--- src/hw/cg_params.svh ---
`ifndef CG_PARAMS_SVH
`define CG_PARAMS_SVH

// elements per vector, one beat each
`define CG_N 8

// Q16.16 word
`define CG_W 32
`define CG_FRAC 16

// element buffer holds two whole vectors
`define CG_ELEM_DEPTH (2 * `CG_N)

// one pair per vector in flight
`define CG_PAIR_DEPTH 2

`endif
--- src/hw/cg_pkg.sv ---
`default_nettype none

`include "cg_params.svh"

package cg_pkg;

	// signed fixed-point word
	typedef logic signed [`CG_W-1:0] fix_t;

	// wide enough for a full product and its running sum
	typedef logic signed [63:0] acc_t;

	// one input beat
	typedef struct packed {
		fix_t x;
		fix_t r;
		fix_t p;
		fix_t ap;
	} cg_elem_t;

	// finished dot products of one vector
	typedef struct packed {
		fix_t rr;
		fix_t pap;
	} cg_pair_t;

	// one output beat
	typedef struct packed {
		fix_t x_new;
		fix_t r_new;
	} cg_out_t;

endpackage

`default_nettype wire

--- src/hw/cg_dot_producer.sv ---
`default_nettype none

`include "cg_params.svh"

module cg_dot_producer
	import cg_pkg::*;
#(
	localparam int FW = $clog2(`CG_ELEM_DEPTH + 1),
	localparam int BW = $clog2(`CG_N)
)
(
	input wire clk,
	input wire reset,
	input wire in_valid,
	input wire cg_elem_t in_elem,
	input wire [FW-1:0] elem_free,
	output logic busy,
	output logic elem_push,
	output cg_elem_t elem_data,
	output logic pair_push,
	output cg_pair_t pair_data
);

	logic [BW-1:0] beat_cnt;
	logic last_beat;
	logic prod_valid;
	logic prod_first;
	logic prod_last;
	acc_t prod_rr;
	acc_t prod_pap;
	logic sum_last;
	acc_t acc_rr;
	acc_t acc_pap;
	acc_t rr_shift;
	acc_t pap_shift;

	assign last_beat = (beat_cnt == BW'(`CG_N - 1));

	// a new vector needs room for all of its beats
	assign busy = (beat_cnt == '0) && (elem_free < FW'(`CG_N));

	// every accepted beat goes straight into the element buffer
	assign elem_push = in_valid;
	assign elem_data = in_elem;

	always_ff @(posedge clk)
	begin
		if (reset)
		begin
			beat_cnt <= '0;
			prod_valid <= 1'b0;
			prod_first <= 1'b0;
			prod_last <= 1'b0;
			sum_last <= 1'b0;
		end
		else
		begin
			if (in_valid)
				beat_cnt <= last_beat ? '0 : beat_cnt + 1'b1;
			prod_valid <= in_valid;
			prod_first <= in_valid && (beat_cnt == '0);
			prod_last <= in_valid && last_beat;
			sum_last <= prod_valid && prod_last;
		end
	end

	// stage 1: full 64-bit products
	always_ff @(posedge clk)
	begin
		if (in_valid)
		begin
			prod_rr <= acc_t'(in_elem.r) * acc_t'(in_elem.r);
			prod_pap <= acc_t'(in_elem.p) * acc_t'(in_elem.ap);
		end
	end

	// stage 2: running sums, restarted by the first beat of a vector
	always_ff @(posedge clk)
	begin
		if (prod_valid)
		begin
			if (prod_first)
			begin
				acc_rr <= prod_rr;
				acc_pap <= prod_pap;
			end
			else
			begin
				acc_rr <= acc_rr + prod_rr;
				acc_pap <= acc_pap + prod_pap;
			end
		end
	end

	// back to Q16.16 once the last product has been summed
	assign rr_shift = acc_rr >>> `CG_FRAC;
	assign pap_shift = acc_pap >>> `CG_FRAC;
	assign pair_push = sum_last;
	assign pair_data.rr = rr_shift[`CG_W-1:0];
	assign pair_data.pap = pap_shift[`CG_W-1:0];

endmodule

`default_nettype wire

--- config.mk ---
export PLATFORM = sky130hd
export DESIGN_NAME = cg_dot_producer
export DESIGN_NICKNAME = d
export VERILOG_FILES = /design/src/hw/cg_pkg.sv /design/src/hw/cg_dot_producer.sv
export VERILOG_INCLUDE_DIRS = /design/src /design/src/hw
export SDC_FILE = /design/constraint.sdc
export NUM_CORES = 2
export LEC_CHECK = 0
export BUFFER_PORTS_ARGS = -buffer_cell sky130_fd_sc_hd__buf_2
export CAP_MARGIN = 40
export CORE_MARGIN = 3
export CORE_UTILIZATION = 40
export DETAILED_ROUTE_END_ITERATION = 8
export PLACE_DENSITY = 0.56
export SKIP_CTS_REPAIR_TIMING = 1
export SYNTH_ARGS = -nofsm -noshare
export SYNTH_HDL_FRONTEND = slang
export SYNTH_SLANG_ARGS = --single-unit
--- constraint.sdc ---
create_clock -name clk -period 16.2 [get_ports clk]
set_clock_uncertainty 0.1 [all_clocks]
set_input_delay 3.24 -clock clk [delete_from_list [all_inputs] [get_ports clk]]
set_output_delay 3.24 -clock clk [all_outputs]
set_load 0.05 [all_outputs]
==> impl_results.md <==
* #FFs+latches synth at about 200
* Worst Tran Pin Value at 0.9508 ns
* Cells after synthesis at 7115
* CTS sink count at ~200
* Clock Latency Late Sink at about 0.47 ns
* Met2 Routed Length at ~86 mm
* RR Endpoint: acc_pap[47]$_DFFE_PP_
* Max Slew Vio Count at 0
* Placer Congestion at about 0.88
* Total track usage at between 20% and 30%
* Final setup viols at 0
* Critical path's slowest cell: buf_2
* Reg-to-Reg Start: prod_pap[1]$_DFFE_PP_
* FF-to-FF setup slack at 12.43 ns
* Vias in the first global route at 50570
* CTS root buffer: clkbuf_16
* Worst setup path endpoint: prod_pap[46]$_DFFE_PP_
* Fillers at about 17000
* CP dominant cell by count: fa_1
* H-tree lvl count at 4
* Crit path max fanout at 33
* Share of post-route cells with drive strength above 1 at 5.537%
* Post-synth ARST share at 0%
* Die X-Extent at between 400 and 500 um
* Initial antenna violation count at 7
* RSZ-0062 raised after global routing: no
* Core Region at 167800 um^2
* Worst path cell trace: buf_2 > and2_1 > fa_1 > inv_1 > fa_1 > fa_1 > fa_1 > fa_1 > inv_1 > fa_1 > fa_1 > fa_1 > ha_1 > and4_1 > nand3_1 > o21ai_0 > a31oi_1 > o22ai_1 > o31ai_1 > a21o_1 > a311oi_1
* Max Used Layer: met5
* Wire per inst at slightly below 20 um
* Critical Path Start: in_elem[12]
* Setup Crit Path Kind: in -> reg
* Post-synth EDFFs at approximately 190
* Crit path DAT at approximately 12 ns
* Setup_tns at 0 ns
* First-pass GRT wire length at 291.4 mm
* Tcrit/Tclk final at 71.14%
* CP startpoint kind: input port
* Max incr delay on CP at between 0.6 and 0.7 ns
* Slew headroom at between 30% and 40%
* DR WL met3 at slightly above 9 mm
* Crit end category: flop
* Std cell rows at 150
* Post-route ant nets at 0
* First drt pass iteration count at 5
* Wl on met1 at roughly 81 mm
* Req. time, crit path at 16.29 ns
* Reg2reg path depth at 11
* Via count at around 46000
* Outcome: finished clean
* Worst-path clk slew at about 0.090 ns
* Worst Hold Class: reg -> reg
* Initial Util at between 40% and 50%
* Detailed Place HPWL at roughly 140 mm
* Post-Syn Nets at about 9300
* Netlist cell types at 86
* Number of DRC markers in iteration 0 at roughly 2600
* Largest net degree at the start of global routing at 80
* Final hold vios at 0
* WL final at ~180 mm
* Final #Nets at ~9000
* Max Cap Viol at 0
* Mapped Area at 67730 um^2
* Avg Inst Size Synth at ~9.5 um^2
* Die ar. at between 150000 and 200000 um^2
* Detailed-route vias per instance at slightly above 5
* Syn. warnings at 0
* DRC Markers at 0
* Area grow syn2layout at 3.787%
* CTS tree: done
* Max clock buf depth at 2
* Achievable clock frequency at approximately 0.087 GHz
* I/O Buffers at around 260
* Num CTS Buffers at 17
* Main synth FF type: edfxtp_1
* Sequential element share of the synthesized area at 8.675%
* Global route overflow at 0
* IO Count at approximately 330
* Die H at 417.5 um
* Tmin final at around 12 ns
-- Yosys cell counts (22+ instances only) --
cell      instances  area (um^2)
a21o_1          113        848.3
a21oi_1         167        835.8
a31oi_1          22        137.6
and2_1          630         3941
buf_4           193         1449
clkbuf_1        283         1062
edfxtp_1        191         5736
fa_1           1613        32290
ha_1            433         5418
inv_1          1690         6344
nand2_1         865         3247
nand2b_1         28        175.2
nand3_1          28        140.1
nor2_1          100        375.4
nor2b_1          37        231.5
nor3_1           27        135.1
o21a_1           26        195.2
o21ai_0         121        605.6
o21ai_1          42        210.2
o21bai_1         31        232.7
xnor2_1         168         1471
xor2_1           68        595.6
-- state kept, by name, summed over array words and instances, names as in the netlist --
name / cells
prod_rr: 47
prod_valid: 1
acc_rr: 48
beat_cnt: 3
acc_pap: 48
prod_last: 1
pair_push: 1
prod_pap: 48
prod_first: 1
-- per-stage QoR --
stage	std cells	utilization (%)	hold WS [ns]	worst slack (ns)	instance area, um^2
after floorplan	7115	-	0.2952	5.701	67730
after global placement	9136	41.45	0.3117	4.080	69540
after detailed placement	9143	41.52	0.3066	4.063	69670
after CTS	9175	41.89	0.3199	4.544	70280
after global routing	9175	41.89	0.3643	4.200	70280
final	9178	41.89	0.3150	4.675	70290
-- cell usage in the layout (no fill, tap or decap), types with 121 or more instances in the layout --
cell	n
inv_1	1690
fa_1	1613
nand2_1	865
and2_1	630
ha_1	433
buf_2	263
edfxtp_1	191
xnor2_1	168
a21oi_1	167
o21ai_0	121
-- critical path, delay by kind of cell --
kind,cells,cell delay [ns]
fa+ha+maj,9,4.29
compound gates,6,2.26
simple gates,3,0.89
buf+inv,3,0.88
-- worst min-delay path by stage --
stage	start	to	cells after the start
global route	prod_last$_SDFF_PP0_	pair_push$_SDFF_PP0_	2
detailed placement	prod_last$_SDFF_PP0_	pair_push$_SDFF_PP0_	2
CTS	prod_last$_SDFF_PP0_	pair_push$_SDFF_PP0_	2
floorplan	prod_last$_SDFF_PP0_	pair_push$_SDFF_PP0_	2
global placement	prod_last$_SDFF_PP0_	pair_push$_SDFF_PP0_	2
finish	prod_last$_SDFF_PP0_	pair_push$_SDFF_PP0_	2
-- layer usage --
layer | track usage [%] | up-vias
li1 | - | 20630
met1 | 30.36 | 24235
met2 | 35.62 | 1204
met3 | 2.204 | 222
met4 | 5.469 | 2
met5 | 0 | -
-- kinds of logic (layout without fill, tap and decap cells) --
logic type	Yosys count	after routing	synth area share [%]
compound gates	641	641	6.169
simple gates	1807	1807	13.11
xor+xnor	236	236	3.052
flops	198	198	8.675
other cells	0	3	0
buf+inv	2178	2034	13.17
mux	9	9	0.1404
fa+ha+maj	2046	2046	55.68
-- final cells by class --
class / instances / area [um^2] / share of cell area, %
clock inverters: 15 / 191.4 / 0.2723
well taps: 2204 / 2758 / 3.923
inverters: 1692 / 6351 / 9.035
repair buffers: 310 / 1747 / 2.485
multi-input cells: 4739 / 52930 / 75.30
flip-flops and latches: 198 / 5883 / 8.370
diodes: 3 / 7.507 / 0.01068
clock buffers: 17 / 425.4 / 0.6052
Power is not shown: default switching activity piles up to over one toggle a cycle in this logic, so the estimate is an artifact.
