--- src/hw/cg_params.svh ---
`ifndef CG_PARAMS_SVH
`define CG_PARAMS_SVH

// elements per vector, one beat each
`define CG_N 8

// Q16.16 word
`define CG_W 32
`define CG_FRAC 16

// element buffer holds two whole vectors
`define CG_ELEM_DEPTH (2 * `CG_N)

// one pair per vector in flight
`define CG_PAIR_DEPTH 2

`endif
--- src/hw/cg_pkg.sv ---
`default_nettype none

`include "cg_params.svh"

package cg_pkg;

	// signed fixed-point word
	typedef logic signed [`CG_W-1:0] fix_t;

	// wide enough for a full product and its running sum
	typedef logic signed [63:0] acc_t;

	// one input beat
	typedef struct packed {
		fix_t x;
		fix_t r;
		fix_t p;
		fix_t ap;
	} cg_elem_t;

	// finished dot products of one vector
	typedef struct packed {
		fix_t rr;
		fix_t pap;
	} cg_pair_t;

	// one output beat
	typedef struct packed {
		fix_t x_new;
		fix_t r_new;
	} cg_out_t;

endpackage

`default_nettype wire

--- src/hw/cg_update_consumer.sv ---
`default_nettype none

`include "cg_params.svh"

module cg_update_consumer
	import cg_pkg::*;
#(
	localparam int BW = $clog2(`CG_N)
)
(
	input wire clk,
	input wire reset,
	input wire pair_empty,
	output logic pair_pop,
	input wire cg_pair_t pair_data,
	output logic elem_pop,
	input wire cg_elem_t elem_data,
	output logic out_valid,
	output cg_out_t out_elem,
	output logic out_last,
	output logic zero_div
);

	typedef enum logic [1:0] {
		ST_IDLE,
		ST_DIVIDE,
		ST_UPDATE
	} state_t;

	state_t state;
	logic [BW-1:0] beat_cnt;
	fix_t alpha;
	acc_t div_dividend;
	fix_t div_quotient;
	logic div_zero;
	logic div_done;
	acc_t prod_p;
	acc_t prod_ap;
	acc_t step_x;
	acc_t step_r;

	// the pair is popped in the same cycle the divider starts
	assign pair_pop = (state == ST_IDLE) && !pair_empty;
	assign elem_pop = (state == ST_UPDATE);
	assign div_dividend = acc_t'(pair_data.rr) <<< `CG_FRAC;

	cg_alpha_divider u_divider (
		.clk(clk),
		.reset(reset),
		.start(pair_pop),
		.dividend(div_dividend),
		.divisor(pair_data.pap),
		.quotient(div_quotient),
		.zero_div(div_zero),
		.done(div_done)
	);

	always_comb
	begin
		prod_p = acc_t'(alpha) * acc_t'(elem_data.p);
		prod_ap = acc_t'(alpha) * acc_t'(elem_data.ap);
		step_x = prod_p >>> `CG_FRAC;
		step_r = prod_ap >>> `CG_FRAC;
	end

	always_ff @(posedge clk)
	begin
		if (reset)
		begin
			state <= ST_IDLE;
			beat_cnt <= '0;
			out_valid <= 1'b0;
			out_last <= 1'b0;
			zero_div <= 1'b0;
		end
		else
		begin
			out_valid <= elem_pop;
			out_last <= elem_pop && (beat_cnt == BW'(`CG_N - 1));
			zero_div <= elem_pop && div_zero;
			case (state)
				ST_IDLE:
					if (pair_pop)
						state <= ST_DIVIDE;
				ST_DIVIDE:
					if (div_done)
					begin
						state <= ST_UPDATE;
						beat_cnt <= '0;
					end
				ST_UPDATE:
				begin
					beat_cnt <= beat_cnt + 1'b1;
					if (beat_cnt == BW'(`CG_N - 1))
						state <= ST_IDLE;
				end
				default:
					state <= ST_IDLE;
			endcase
		end
	end

	// alpha stays put for the whole vector
	always_ff @(posedge clk)
	begin
		if (div_done)
			alpha <= div_quotient;
		if (elem_pop)
		begin
			out_elem.x_new <= elem_data.x + step_x[`CG_W-1:0];
			out_elem.r_new <= elem_data.r - step_r[`CG_W-1:0];
		end
	end

endmodule

`default_nettype wire

--- src/hw/cg_alpha_divider.sv ---
`default_nettype none

`include "cg_params.svh"

module cg_alpha_divider
	import cg_pkg::*;
#(
	localparam int QB = `CG_W + `CG_FRAC,
	localparam int CNTW = $clog2(QB + 1)
)
(
	input wire clk,
	input wire reset,
	input wire start,
	input wire acc_t dividend,
	input wire fix_t divisor,
	output fix_t quotient,
	output logic zero_div,
	output logic done
);

	logic running;
	logic [CNTW-1:0] step;
	logic negative;
	// dividend bits leave at the top, quotient bits enter at the bottom
	logic [QB-1:0] work;
	logic [`CG_W-1:0] rem;
	logic [`CG_W-1:0] mag_d;
	acc_t abs_n;
	logic [`CG_W-1:0] abs_d;
	logic [`CG_W:0] trial;
	logic [`CG_W:0] diff;
	logic fits;
	logic [QB-1:0] q_signed;

	always_comb
	begin
		abs_n = dividend[63] ? -dividend : dividend;
		abs_d = divisor[`CG_W-1] ? -divisor : divisor;
		trial = {rem, work[QB-1]};
		diff = trial - {1'b0, mag_d};
		fits = (trial >= {1'b0, mag_d});
		q_signed = negative ? -work : work;
	end

	always_ff @(posedge clk)
	begin
		if (reset)
		begin
			running <= 1'b0;
			step <= '0;
			zero_div <= 1'b0;
			done <= 1'b0;
		end
		else
		begin
			done <= 1'b0;
			if (start)
			begin
				running <= 1'b1;
				step <= '0;
				zero_div <= (divisor == '0);
			end
			else if (running)
			begin
				// one extra step applies the sign
				if (step == CNTW'(QB))
				begin
					running <= 1'b0;
					done <= 1'b1;
				end
				else
					step <= step + 1'b1;
			end
		end
	end

	always_ff @(posedge clk)
	begin
		if (start)
		begin
			work <= abs_n[QB-1:0];
			rem <= '0;
			mag_d <= abs_d;
			negative <= dividend[63] ^ divisor[`CG_W-1];
		end
		else if (running)
		begin
			if (step == CNTW'(QB))
				quotient <= zero_div ? '0 : q_signed[`CG_W-1:0];
			else
			begin
				work <= {work[QB-2:0], fits};
				rem <= fits ? diff[`CG_W-1:0] : trial[`CG_W-1:0];
			end
		end
	end

endmodule

`default_nettype wire

--- config.mk ---
export PLATFORM = sky130hd
export DESIGN_NAME = cg_update_consumer
export DESIGN_NICKNAME = d
export VERILOG_FILES = /design/src/hw/cg_pkg.sv /design/src/hw/cg_update_consumer.sv /design/src/hw/cg_alpha_divider.sv
export VERILOG_INCLUDE_DIRS = /design/src /design/src/hw
export SDC_FILE = /design/constraint.sdc
export NUM_CORES = 2
export LEC_CHECK = 0
export BUFFER_PORTS_ARGS = -buffer_cell sky130_fd_sc_hd__buf_2
export CAP_MARGIN = 20
export CORE_MARGIN = 8
export CORE_UTILIZATION = 56
export DETAILED_ROUTE_END_ITERATION = 16
export PLACE_DENSITY = 0.73
export SETUP_SLACK_MARGIN = 0.15
export SKIP_LAST_GASP = 1
export SLEW_MARGIN = 30
export SYNTH_ARGS = -nofsm -noshare
export SYNTH_HDL_FRONTEND = slang
export SYNTH_HIERARCHICAL = 1
export SYNTH_SLANG_ARGS = --single-unit
--- constraint.sdc ---
create_clock -name clk -period 11.9 [get_ports clk]
set_input_delay 0 -clock clk [delete_from_list [all_inputs] [get_ports clk]]
set_output_delay 0 -clock clk [all_outputs]
set_load 0.1 [all_outputs]
==> results summary <==
In this run, CTS created clock tree buffers numbering 34. For the worst-skew pair, the clock arrives at the later sink with an insertion delay of 0.64 ns. The critical-path cell with the highest stage delay is sky130_fd_sc_hd__edfxtp_1. After detailed routing, the total wire length is 197000 µm. The layer with the highest usage is met2. The level count of the clock H-tree came out at 2.

The number of buffers and inverters on the critical path is 5. The count of boundary I/O pins came out at 264. The max-slew violation count is 0. The area growth from synthesis to layout is 7.92%. The die span in y came out at 379 µm. The count of instances resized after the clock tree is built came out at 0. Along the worst path, the maximum fanout reaches 23.

The highest attainable clock frequency is 92.2 MHz. The cell type group with the largest total delay on the critical path is adder cells. The critical path required time came out at 12.29 ns. Entering global routing, the biggest net connects 66 pins. In the global route stage, overall resource usage came out at 28.3%. Clock skew on the completed layout was measured at 0.0618 ns. Setup repair after global routing left no endpoint under its margin. The total setup violations reported at the end of the flow came out at 0.

The number of synthesized flops with an enable pin came out at 209. The final non-filler cell area came out at 79500 µm². The count of nets left with antenna violations after detail routing came out at 0. The count of input and output buffers is 263. The placeable core region came out at 131000 µm².

The predominant post-synthesis flop cell is sky130_fd_sc_hd__edfxtp_1. STA classifies the critical path startpoint as a register. The final-layout fill cell count came out at 11078. After clock tree synthesis, the flow added hold-fix buffers numbering 172. The sequential area share after synthesis is 9.85%. The ratio of routed vias to standard cells is 5.58. In the global route stage, met1 resource usage came out at 34.8%. The buffer count from post-CTS setup fixing is 0. In the global route stage, met2 resource usage came out at 48.5%. STA puts the critical path data arrival time at 11.24 ns.

The total standard cell area after synthesis is 73700 µm². Routability-driven placement finished with a final weighted congestion of 0.908. The hold slack came out at 0.0256 ns. The yosys synthesis warning count came out at 6. The max-cap violation count is 0. The longest individual stage delay on the worst path is 0.85 ns. The number of clock sinks is 258. The first routing iteration left 3779 violations. Once detailed placement completed, the half-perimeter wirelength came to 154000 µm.

The total overflow reported by the global router is 0. The element type at the critical path end is a register. The reg2reg setup slack came out at 1.05 ns. The type of the tightest min-delay check is in2reg. The synthesized design contains 258 register bits. The most prevalent standard cell on the critical path is sky130_fd_sc_hd__fa_1. The die is 379 µm wide. The post-synthesis cell count came out at 7822. After clock tree synthesis, the clock-pin slew on the worst setup and hold paths is 0.07 ns. The global routing met3 resource utilization came out at 5.13%.

After routing, the total negative slack on setup checks comes to 0 ns. The routed layout has 54781 vias. The routed design could run at a clock period as short as 10.85 ns. The share of flip-flops with an asynchronous set or reset after synthesis came out at 0%. The flow ran to the end, and the final reports show no timing, DRC or antenna violations.

Averaged over all synthesized cells, the footprint is 9.42 µm². The number of antenna violations at the first check in global routing came out at 29. The count of cell types in the netlist came out at 92.

The number of nets in the final layout came out at 10334. The critical path in this run is classified as reg2reg. Cells with a size suffix above 1 make up 6.12% of the layout. Dividing the detail-routed wire length by the instance count gives 20.0 µm.

The maximum count of clock buffers along a single path came out at 3. The slew at the pin closest to its max-slew limit is 0.992 ns. The global-route wire length before repair is 320000 µm. The initial core utilization is 56.2%. The floorplan has 133 rows. The worst-case headroom to the max-slew limit is 33.9%. The tree is rooted in a sky130_fd_sc_hd__clkbuf_16. The CTS tree is built. The cell area after placement is 76500 µm². The number of global-route vias before repair is 60402. The number of hold-slack violations in the final timing report came out at 0. The final critical-path share of the clock period came out at 91.2%.

The die covers 143000 µm². The number of search-and-repair iterations in the first detailed-routing pass came out at 8. The residual DRC count came out at 0.
==> placed cells by master (no fill, tap or decap), types with 48 or more instances in the layout <==
cell,n
sky130_fd_sc_hd__inv_1,1682
sky130_fd_sc_hd__ha_1,431
sky130_fd_sc_hd__buf_2,263
sky130_fd_sc_hd__buf_4,83
sky130_fd_sc_hd__a21o_1,67
sky130_fd_sc_hd__nand2b_1,48
sky130_fd_sc_hd__edfxtp_1,209
sky130_fd_sc_hd__o21ai_0,94
sky130_fd_sc_hd__nand2_1,959
sky130_fd_sc_hd__conb_1,59
sky130_fd_sc_hd__nor2_1,141
sky130_fd_sc_hd__dfxtp_1,49
sky130_fd_sc_hd__xor2_1,118
sky130_fd_sc_hd__dlygate4sd3_1,172
sky130_fd_sc_hd__xnor2_1,204
sky130_fd_sc_hd__and2_1,1002
sky130_fd_sc_hd__a21oi_1,152
sky130_fd_sc_hd__nand3_1,48
sky130_fd_sc_hd__nor3_1,52
sky130_fd_sc_hd__fa_1,1679
==> cells by family (layout without fill, tap and decap cells) <==
group           count (synthesis)  in the layout  synth area share, %
mux                            39             39                0.601
flops                         258            258                 9.85
fa+ha+maj                    2110           2110                 52.9
simple gates                 2429           2429                 16.9
other cells                     1             73              0.00509
buf+inv                      2095           2269                 10.7
xor+xnor                      322            322                 3.83
compound gates                568            568                 5.20
==> stage by stage <==
step / setup slack [ns] / utilization, % / cells
after global placement: 1.62 / 58.3 / 9571
after CTS: 0.946 / 60.6 / 9806
after detailed placement: 1.41 / 58.4 / 9573
after floorplan: 2.89 / - / 7880
after global routing: 0.519 / 60.6 / 9812
final: 1.05 / 60.7 / 9823
==> cell usage after synthesis, types with 10 or more instances <==
cell | instances | area, µm²
sky130_fd_sc_hd__o31ai_1 | 41 | 308
sky130_fd_sc_hd__inv_1 | 1684 | 6320
sky130_fd_sc_hd__mux2_2 | 34 | 383
sky130_fd_sc_hd__or3_1 | 27 | 169
sky130_fd_sc_hd__fa_1 | 1679 | 33600
sky130_fd_sc_hd__and2_1 | 1002 | 6270
sky130_fd_sc_hd__edfxtp_1 | 209 | 6280
sky130_fd_sc_hd__nor2_1 | 143 | 537
sky130_fd_sc_hd__nand2b_1 | 48 | 300
sky130_fd_sc_hd__o21a_1 | 19 | 143
sky130_fd_sc_hd__o21bai_1 | 16 | 120
sky130_fd_sc_hd__clkbuf_1 | 397 | 1490
sky130_fd_sc_hd__a21oi_1 | 153 | 766
sky130_fd_sc_hd__nor3_1 | 53 | 265
sky130_fd_sc_hd__o41ai_1 | 16 | 140
sky130_fd_sc_hd__a21o_1 | 67 | 503
sky130_fd_sc_hd__a211oi_1 | 20 | 150
sky130_fd_sc_hd__dfxtp_1 | 49 | 981
sky130_fd_sc_hd__xnor2_1 | 204 | 1790
sky130_fd_sc_hd__nor2b_1 | 41 | 257
sky130_fd_sc_hd__nand3_1 | 48 | 240
sky130_fd_sc_hd__nand4_1 | 34 | 213
sky130_fd_sc_hd__a31oi_1 | 13 | 81.3
sky130_fd_sc_hd__o21ai_0 | 94 | 470
sky130_fd_sc_hd__or2_2 | 10 | 62.6
sky130_fd_sc_hd__o211ai_1 | 32 | 240
sky130_fd_sc_hd__or4_1 | 10 | 75.1
sky130_fd_sc_hd__xor2_1 | 118 | 1030
sky130_fd_sc_hd__ha_1 | 431 | 5390
sky130_fd_sc_hd__nand2_1 | 959 | 3600
sky130_fd_sc_hd__and3_1 | 11 | 68.8
==> final timing paths <==
kind                                        startpoint                endpoint  cells after the start
hold reg to reg   u_divider/quotient[15]$_SDFFCE_PP0P_     alpha[15]$_DFFE_PP_                      0
setup / recovery                   alpha[13]$_DFFE_PP_  out_elem[62]$_DFFE_PP_                     35
setup reg to reg                   alpha[13]$_DFFE_PP_  out_elem[62]$_DFFE_PP_                     35
hold / removal                          elem_data[126]  out_elem[63]$_DFFE_PP_                      6
==> flip-flops by register name, indices dropped and copies added (netlist names), 2 cells and up <==
name and cells:
out_elem 64, u_divider/work 48, alpha 32, u_divider/mag_d 32, u_divider/quotient 32, u_divider/rem 32, u_divider/step 6, beat_cnt 3
state 2
==> final cells by class <==
| cell class | count | area, µm² | area share, % |
|---|---|---|---|
| Clock inverter | 22 | 335 | 0.422 |
| Antenna cell | 14 | 35.0 | 0.0440 |
| Inverter | 1684 | 6320 | 7.95 |
| Clock buffer | 39 | 870 | 1.09 |
| Tap cell | 1755 | 2200 | 2.76 |
| Timing Repair Buffer | 524 | 3740 | 4.70 |
| Multi-Input combinational cell | 5527 | 58800 | 73.9 |
| Sequential cell | 258 | 7260 | 9.12 |
==> metal layers <==
metal / routed length, µm / vias up
met4: 11100 / 26
met5: 184 / -
met2: 96900 / 2366
li1: - / 23688
met3: 16000 / 646
met1: 72700 / 28055
==> worst min-delay path, delay by kind of cell <==
kind	cells	cell delay [ns]
simple gates	2	0.15
buf+inv	1	0.08
xor+xnor	1	0.14
compound gates	1	0.05
fa+ha+maj	1	0.14
Power is left out: the tool's default activity adds up to more than one toggle a clock period on the data nets, which glitch-free logic cannot reach.
